File: src/common/dcache_pkg.sv
// dcache shared package: cache geometry, address and line views, lookup and command bundles
package dcache_pkg;

	// ------------------------------
	// geometry
	// ------------------------------
	localparam int dc_word_w         = 32;
	localparam int dc_line_w         = 128;
	localparam int dc_tag_w          = 26;
	localparam int dc_sets           = 4;
	localparam int dc_ways           = 2;
	localparam int dc_words_per_line = 4;

	localparam int dc_index_w     = $clog2(dc_sets);
	localparam int dc_offset_w    = $clog2(dc_words_per_line);
	localparam int dc_way_w       = $clog2(dc_ways);
	localparam int dc_line_addr_w = dc_tag_w + dc_index_w;  // memory side line address
	localparam int dc_stall_cnt_w = 16;

	// ------------------------------
	// address and line views
	// ------------------------------
	// processor word address, msb first
	typedef struct packed {
		logic [dc_tag_w-1:0]    tag;
		logic [dc_index_w-1:0]  index;
		logic [dc_offset_w-1:0] word;
	} dc_addr_t;

	// flat view goes to the memory bus, word view feeds select and merge
	typedef union packed {
		logic [dc_line_w-1:0]                        flat;
		logic [dc_words_per_line-1:0][dc_word_w-1:0] words;  // words[0] is bits 31:0
	} dc_line_u;

	// ------------------------------
	// tag array to controller
	// ------------------------------
	typedef struct packed {
		logic                hit;           // request present and one way matches
		logic [dc_way_w-1:0] hit_way;
		logic [dc_way_w-1:0] victim_way;
		logic                victim_dirty;  // valid and dirty
		logic [dc_tag_w-1:0] victim_tag;
	} dc_lookup_t;

	// controller to both arrays
	typedef struct packed {
		logic                write_word;  // store proc word into hit way
		logic                fill;        // load memory line into victim way
		logic                clean;       // victim written back
		logic [dc_way_w-1:0] way;
	} dc_cmd_t;

	typedef enum logic [1:0] {
		s_lookup     = 2'd0,
		s_write_back = 2'd1,
		s_refill     = 2'd2
	} dc_state_e;

endpackage

File: src/dcache/dcache_ctrl.sv
// dcache controller: lookup, write-back and refill sequencing, drives the memory request
`timescale 1ns/1ns

module dcache_ctrl import dcache_pkg::*; (
	input  logic                      clk,
	input  logic                      proc_reset,
	input  logic                      proc_read,
	input  logic                      proc_write,
	input  dc_addr_t                  proc_addr,
	input  dc_lookup_t                lookup,
	input  dc_line_u                  victim_line,
	input  logic                      mem_ready,
	output dc_cmd_t                   cmd,
	output logic                      proc_stall,
	output logic                      mem_read,
	output logic                      mem_write,
	output logic [dc_line_addr_w-1:0] mem_addr,
	output logic [dc_line_w-1:0]      mem_wdata
);

	dc_state_e state;
	dc_state_e state_nxt;
	logic      req;

	assign req       = proc_read || proc_write;
	assign mem_wdata = victim_line.flat;  // sampled by memory only with mem_write

	// ------------------------------
	// state register
	// ------------------------------
	always_ff @(posedge clk) begin
		if (proc_reset) begin
			state <= s_lookup;
		end else begin
			state <= state_nxt;
		end
	end

	// ------------------------------
	// next state and outputs
	// ------------------------------
	always_comb begin
		state_nxt  = state;
		cmd        = '0;
		proc_stall = 1'b1;
		mem_read   = 1'b0;
		mem_write  = 1'b0;
		mem_addr   = {proc_addr.tag, proc_addr.index};  // line of the current access

		case (state)
			s_lookup: begin
				proc_stall = req && !lookup.hit;
				if (proc_stall) begin
					// only a valid dirty victim needs to go out first
					state_nxt = lookup.victim_dirty ? s_write_back : s_refill;
				end else if (proc_write && lookup.hit) begin
					cmd.write_word = 1'b1;
					cmd.way        = lookup.hit_way;
				end
			end

			s_write_back: begin
				mem_write = 1'b1;
				mem_addr  = {lookup.victim_tag, proc_addr.index};  // victim's own address
				if (mem_ready) begin
					cmd.clean = 1'b1;
					cmd.way   = lookup.victim_way;
					state_nxt = s_refill;
				end
			end

			s_refill: begin
				mem_read = 1'b1;
				if (mem_ready) begin
					cmd.fill  = 1'b1;       // line captured on this edge
					cmd.way   = lookup.victim_way;
					state_nxt = s_lookup;   // access hits next cycle
				end
			end

			default: begin
				state_nxt = s_lookup;
			end
		endcase
	end

	// ------------------------------
	// memory handshake checks
	// ------------------------------
	a_rd_wr_excl: assert property (@(posedge clk) disable iff (proc_reset)
		!(mem_read && mem_write))
		else $error("dcache_ctrl: mem_read and mem_write both high");

	// request must hold until memory accepts it
	a_req_stable: assert property (@(posedge clk) disable iff (proc_reset)
		(mem_read || mem_write) && !mem_ready |=>
			$stable(mem_read) && $stable(mem_write) && $stable(mem_addr)
			&& (!mem_write || $stable(mem_wdata)))
		else $error("dcache_ctrl: memory request changed before mem_ready");

endmodule

File: src/dcache/dcache_data_array.sv
// dcache data array: line storage with word select, word merge on write and line fill
`timescale 1ns/1ns

module dcache_data_array import dcache_pkg::*; (
	input  logic                 clk,
	input  logic                 proc_reset,
	input  dc_addr_t             proc_addr,
	input  logic [dc_word_w-1:0] proc_wdata,
	input  dc_cmd_t              cmd,
	input  logic [dc_way_w-1:0]  hit_way,
	input  logic [dc_way_w-1:0]  victim_way,
	input  dc_line_u             mem_rdata,
	output logic [dc_word_w-1:0] proc_rdata,
	output dc_line_u             victim_line
);

	dc_line_u lines [dc_sets][dc_ways];

	dc_line_u hit_line;
	dc_line_u wr_line;  // next contents of the target line
	logic     wr_en;

	// ------------------------------
	// read side
	// ------------------------------
	assign hit_line    = lines[proc_addr.index][hit_way];
	assign proc_rdata  = hit_line.words[proc_addr.word];
	assign victim_line = lines[proc_addr.index][victim_way];  // write-back data

	// ------------------------------
	// write side
	// ------------------------------
	always_comb begin
		if (cmd.fill) begin
			wr_line = mem_rdata;
		end else begin
			wr_line = lines[proc_addr.index][cmd.way];
		end
		if (cmd.write_word) begin
			wr_line.words[proc_addr.word] = proc_wdata;  // merge one word
		end
	end

	assign wr_en = (cmd.fill || cmd.write_word) && !proc_reset;  // no writes during reset

	always_ff @(posedge clk) begin
		if (wr_en) begin
			lines[proc_addr.index][cmd.way] <= wr_line;
		end
	end

endmodule

File: src/dcache/dcache_tag_array.sv
// dcache tag array: valid, dirty, tag and fill-order state with hit detection and victim choice
`timescale 1ns/1ns

module dcache_tag_array import dcache_pkg::*; (
	input  logic       clk,
	input  logic       proc_reset,
	input  logic       proc_read,
	input  logic       proc_write,
	input  dc_addr_t   proc_addr,
	input  dc_cmd_t    cmd,
	output dc_lookup_t lookup
);

	logic [dc_ways-1:0]  valid     [dc_sets];
	logic [dc_ways-1:0]  dirty     [dc_sets];
	logic [dc_tag_w-1:0] tags      [dc_sets][dc_ways];
	logic [dc_way_w-1:0] last_fill [dc_sets];  // way most recently filled

	logic [dc_ways-1:0]  way_hit;
	logic [dc_way_w-1:0] victim;

	assign victim = ~last_fill[proc_addr.index];  // two ways, so the other one

	// ------------------------------
	// lookup
	// ------------------------------
	always_comb begin
		lookup = '0;
		for (int w = 0; w < dc_ways; w++) begin
			way_hit[w] = valid[proc_addr.index][w]
				&& (tags[proc_addr.index][w] == proc_addr.tag);
			if (way_hit[w]) begin
				lookup.hit_way = dc_way_w'(w);
			end
		end
		lookup.hit          = (proc_read || proc_write) && (|way_hit);
		lookup.victim_way   = victim;
		lookup.victim_dirty = valid[proc_addr.index][victim] && dirty[proc_addr.index][victim];
		lookup.victim_tag   = tags[proc_addr.index][victim];
	end

	// ------------------------------
	// state update
	// ------------------------------
	always_ff @(posedge clk) begin
		if (proc_reset) begin
			for (int s = 0; s < dc_sets; s++) begin
				valid[s]     <= '0;
				dirty[s]     <= '0;
				last_fill[s] <= '1;  // first fill goes to way 0
			end
		end else begin
			if (cmd.fill) begin
				valid[proc_addr.index][cmd.way] <= 1'b1;
				dirty[proc_addr.index][cmd.way] <= 1'b0;
				last_fill[proc_addr.index]      <= cmd.way;
			end
			if (cmd.write_word) begin
				dirty[proc_addr.index][cmd.way] <= 1'b1;
			end
			if (cmd.clean) begin
				dirty[proc_addr.index][cmd.way] <= 1'b0;
			end
		end
	end

	always_ff @(posedge clk) begin
		if (cmd.fill) begin
			tags[proc_addr.index][cmd.way] <= proc_addr.tag;
		end
	end

	// a refill never installs a tag that is already resident in the set
	a_one_hit: assert property (@(posedge clk) disable iff (proc_reset)
		!(way_hit[0] && way_hit[1]))
		else $error("dcache_tag_array: both ways hit in set %0d", proc_addr.index);

endmodule

File: src/dcache/dcache_top.sv
// dcache top: two-way write-back data cache between a word processor port and line memory
`timescale 1ns/1ns

module dcache_top import dcache_pkg::*; (
	input  logic                      clk,
	input  logic                      proc_reset,
	// processor port
	input  logic                      proc_read,
	input  logic                      proc_write,
	input  dc_addr_t                  proc_addr,
	input  logic [dc_word_w-1:0]      proc_wdata,
	output logic [dc_word_w-1:0]      proc_rdata,
	output logic                      proc_stall,
	// line memory port
	output logic                      mem_read,
	output logic                      mem_write,
	output logic [dc_line_addr_w-1:0] mem_addr,
	output logic [dc_line_w-1:0]      mem_wdata,
	input  logic [dc_line_w-1:0]      mem_rdata,
	input  logic                      mem_ready,
	// performance
	output logic [dc_stall_cnt_w-1:0] stall_cycles
);

	dc_lookup_t lookup;
	dc_cmd_t    cmd;
	dc_line_u   victim_line;

	dcache_ctrl dcache_ctrl_inst (
		.clk         (clk),
		.proc_reset  (proc_reset),
		.proc_read   (proc_read),
		.proc_write  (proc_write),
		.proc_addr   (proc_addr),
		.lookup      (lookup),
		.victim_line (victim_line),
		.mem_ready   (mem_ready),
		.cmd         (cmd),
		.proc_stall  (proc_stall),
		.mem_read    (mem_read),
		.mem_write   (mem_write),
		.mem_addr    (mem_addr),
		.mem_wdata   (mem_wdata)
	);

	dcache_tag_array dcache_tag_array_inst (
		.clk        (clk),
		.proc_reset (proc_reset),
		.proc_read  (proc_read),
		.proc_write (proc_write),
		.proc_addr  (proc_addr),
		.cmd        (cmd),
		.lookup     (lookup)
	);

	dcache_data_array dcache_data_array_inst (
		.clk         (clk),
		.proc_reset  (proc_reset),
		.proc_addr   (proc_addr),
		.proc_wdata  (proc_wdata),
		.cmd         (cmd),
		.hit_way     (lookup.hit_way),
		.victim_way  (lookup.victim_way),
		.mem_rdata   (mem_rdata),  // flat bus into the line view
		.proc_rdata  (proc_rdata),
		.victim_line (victim_line)
	);

	stall_counter stall_counter_inst (
		.clk          (clk),
		.proc_reset   (proc_reset),
		.proc_stall   (proc_stall),
		.stall_cycles (stall_cycles)
	);

endmodule

File: src/hw/stall_counter.sv
// stall counter: saturating count of cycles in which the processor is held by the cache
`timescale 1ns/1ns

module stall_counter import dcache_pkg::*; (
	input  logic                      clk,
	input  logic                      proc_reset,
	input  logic                      proc_stall,
	output logic [dc_stall_cnt_w-1:0] stall_cycles
);

	logic at_max;

	assign at_max = &stall_cycles;  // hold at all ones

	always_ff @(posedge clk) begin
		if (proc_reset) begin
			stall_cycles <= '0;
		end else if (proc_stall && !at_max) begin
			stall_cycles <= stall_cycles + 1'b1;
		end
	end

endmodule
File: config.mk
export PLATFORM = sky130hd
export DESIGN_NAME = dcache_top
export DESIGN_NICKNAME = d
export VERILOG_FILES = /design/src/common/dcache_pkg.sv /design/src/dcache/dcache_ctrl.sv /design/src/dcache/dcache_data_array.sv /design/src/dcache/dcache_tag_array.sv /design/src/dcache/dcache_top.sv /design/src/hw/stall_counter.sv
export SDC_FILE = /design/constraint.sdc
export NUM_CORES = 2
export LEC_CHECK = 0
export BUFFER_PORTS_ARGS = -buffer_cell sky130_fd_sc_hd__buf_4
export CORE_MARGIN = 4
export CORE_UTILIZATION = 30
export DETAILED_ROUTE_END_ITERATION = 8
export GPL_ROUTABILITY_DRIVEN = 1
export HOLD_SLACK_MARGIN = 0.03
export PLACE_DENSITY = 0.53
export RECOVER_POWER = 100
export SKIP_LAST_GASP = 1
export SLEW_MARGIN = 20
export SYNTH_ARGS = -nofsm -noshare
export SYNTH_HDL_FRONTEND = slang
export SYNTH_HIERARCHICAL = 1
export SYNTH_SLANG_ARGS = --single-unit
export TNS_END_PERCENT = 1
File: constraint.sdc
create_clock -name clk -period 38.9 [get_ports clk]
set_clock_uncertainty 0.1 [all_clocks]
set_input_delay 5.835 -clock clk [delete_from_list [all_inputs] [get_ports clk]]
set_output_delay 5.835 -clock clk [all_outputs]
set_load 0.03 [all_outputs]
==> results.md <==
* Outcome: finished with violations
* Failing checks: max-capacitance violations, max-slew violations
* Post-route DRC at 0
* Ys async rst share at 0%
* Tightest Pin Transition at 9.268 ns
* Crit path arrival time at 21.51 ns
* Syn nets at 4477
* Post-cts resize count at 0
* RSZ-0062 raised after global routing: no
* CP Data Required Time at 32.97 ns
* Count of state elements after synthesis at 1270
* Final Power at 3.252 mW
* Register area share after synthesis at 61.79%
* CTS Buf Count at 146
* Max-Slew Margin vs Limit at -517.9%
* GPL Wtd Cong at 0.8758
* Largest area contributor in the netlist: edfxtp_1
* Most frequent cells in the layout: 1249 x edfxtp_1, 562 x mux2i_1, 274 x clkbuf_1
* Worst VDD drop at 49.93 µV
* TritonCTS clock tree: done
* Filler cells at 19749
* Met3 Use GR at 5.443%
* Compound-Gate Fraction of Synth Area at 10.09%
* Final setup margin at 11.46 ns
* Setup violators final at 0
* Die area at 0.2119 mm²
* Clock sinks at 1270
* Commonest non-fill, non-tap cell in the layout: edfxtp_1
* Post-CTS Setup Inserts at 0
* GRT Max-Usage Layer: met2
* CP delay by family, top: buffers and inverters
* Critical path capture point type: primary output
* Final period utilization at 70.54%
* Share of post-route cells with drive strength above 1 at 16.93%
* Worst path buffer plus inverter count at 6
* Largest net degree at the start of global routing at 111
* Placed cell count at 7000
* PwrDens at 46.64 mW/mm²
* Hold WS at 0.3550 ns
* Clock Tree Buf Depth at 3
* FF/Latch Area at 0.03793 mm²
* Core ar. at 0.2029 mm²
* Routed Antenna Nets at 0
* Syn Area/Cell at 14.34 µm²
* Core Rows at 165
* Worst-path cell chain: buf_8, clkbuf_1, clkbuf_1, mux4_2, xor2_1, nor4_2, nand2_1, a2111o_1, nor2_2, clkbuf_1, nand4bb_1, clkbuf_1, o22ai_1, nor2_1, nand4_1, clkbuf_1
* Clk root buf: clkbuf_16
* Crit path time final at 27.44 ns
* Proportion of synthesized area in mux cells at 17.91%
* Max Cap Violations at 45
* Height of the chip at 460.3 µm
* Vias in the first global route at 40483
* Max Fclk at 36.44 MHz
* Crit path max fanout at 98
* Vias/cell at 5.749
* Dpl cell area at 0.06605 mm²
* Slowest stage cell, crit path: clkbuf_1
* PortBufs at 401
* Slowest cell delay on critical path at 5.55 ns
* Share of the synthesized area in the top cell type at 61.10%
* Slew Viols, Final at 1780
* Largest family of logic cells by synthesized area: multiplexers
* Routed vias at 41838
* Worst-path clk slew at 0.06 ns
* Drt first pass iters at 6
* Met2 Use GR at 32.12%
* H-tree depth at 4
* Ys flop type: edfxtp_1
* Layout area overhead at 13.58%
* Total GRT Usage at 21.29%
* Area of the multi-input gates at 0.02044 mm²
* WL/cell at 32.04 µm
* Design area at 0.06972 mm²
* Top post-synthesis cells by area: edfxtp_1 61%, mux2i_1 9.2%, mux4_2 6.8%
* Crit start category: input pin
* Setup CP Type: in2out
* Mapped Area at 0.06138 mm²
* Starting Density at 30.25%
* Synth Area in Adders at 0.02038%
* Cts hold-fix bufs at 0
* Global-route wire length before repair at 323.4 mm
* Grt met1 use at 28.06%
* Setup TNS at 0 ns
* Synth Warn # at 6
* Total gr overflow at 0
* Fin cells at 7277
* EDFF count, synth at 1249
* Initial antenna violation count at 30
* Final hold violations at 0
* HP Class: reg2reg
* Final layout net count at 4672
* Synth Area in Simple Gates at 4.358%
* Leak at 23.25 nW
* Dpl hpwl at 143.2 mm
* Synth unique cells at 73
* Cells after Synth at 4281
* Post-Synth XOR/XNOR Area at 0.7277%
* Clk Latency, worst-skew pair at 0.79 ns
* Num ports at 402
* Routed WL at 233.1 mm
* DRT iter0 DRCs at 5256
* Die W at 460.3 µm
* Crit-path most repeated cell: clkbuf_1
* Pre-CTS setup slack at 20.96 ns
* Final Util at 34.35%
==> power breakdown <==
| group | switching (mW) | internal [mW] | total, mW |
|---|---|---|---|
| logic | 0.247 | 0.106 | 0.353 |
| clock network | 0.575 | 0.781 | 1.36 |
| registers | 0.00345 | 1.54 | 1.54 |
| total | 0.826 | 2.43 | 3.25 |
==> kinds of logic after synthesis <==
group                      count (synthesis)
AOI/OAI and AO/OA                        989
xor gates and xnor gates                  51
adders and majority gates                  1
buffers and inverters                    554
DFF                                     1270
muxes                                    846
and+or+nand+nor                          570
==> path summary, 6_finish.rpt <==
path | start | to | slack [ns] | depth (start not counted)
worst min register to register | dcache_tag_array_inst/last_fill[0] | dcache_tag_array_inst/last_fill[0] | 0.35 | 1
worst max register to register | dcache_tag_array_inst/last_fill[1] | dcache_data_array_inst/lines[1][210] | 23.94 | 8
worst max-delay path | proc_addr[2] | proc_rdata[5] | 11.46 | 16
worst min-delay path | dcache_tag_array_inst/last_fill[0] | dcache_tag_array_inst/last_fill[0] | 0.35 | 1
==> Yosys cell counts (all sizes together) (14+ instances only) <==
master and n:
edfxtp 1249, mux2i 562, buf 332, a22oi 257
o22ai 254, o21ai 232, nor2 209, nand2 192
mux4 188, a21oi 159, clkbuf 115, inv 107
mux2 96, nand4 39, o31ai 38, xnor2 30
dfxtp 21, xor2 21, nor4 18, nor2b 15
nand2b 14
==> state kept, by name, indices dropped and copies added (netlist names) <==
name and flops:
stall_counter_inst/stall_cycles 16, dcache_tag_array_inst/dirty 8, dcache_tag_array_inst/tags 208, dcache_tag_array_inst/last_fill 4, dcache_data_array_inst/lines 1024, dcache_ctrl_inst/state 2, dcache_tag_array_inst/valid 8
==> worst register-to-register path, delay by kind of cell, from the launching register on <==
family,cells,cell delay [ns]
buf+inv,4,10.50
simple gates,2,2.44
compound gates,1,0.54
flops,1,0.33
mux,1,0.23
==> routing by layer <==
metal	routed length, µm	up-vias
met4	13880	10
met2	103700	2575
met1	93390	21501
met5	64	-
li1	-	17221
met3	22100	531
==> final cells by class <==
class                           instances  share of cell area (%)
Sequential cell                      1270                   54.40
Inverter                              107                  0.6012
Clock inverter                         76                   1.093
Multi-Input combinational cell       2457                   29.32
Tap cell                             2672                   4.795
Clock buffer                          185                   5.648
Timing Repair Buffer                  494                   4.081
Antenna cell                           16                 0.05743
(Power assumes the default switching activity.)
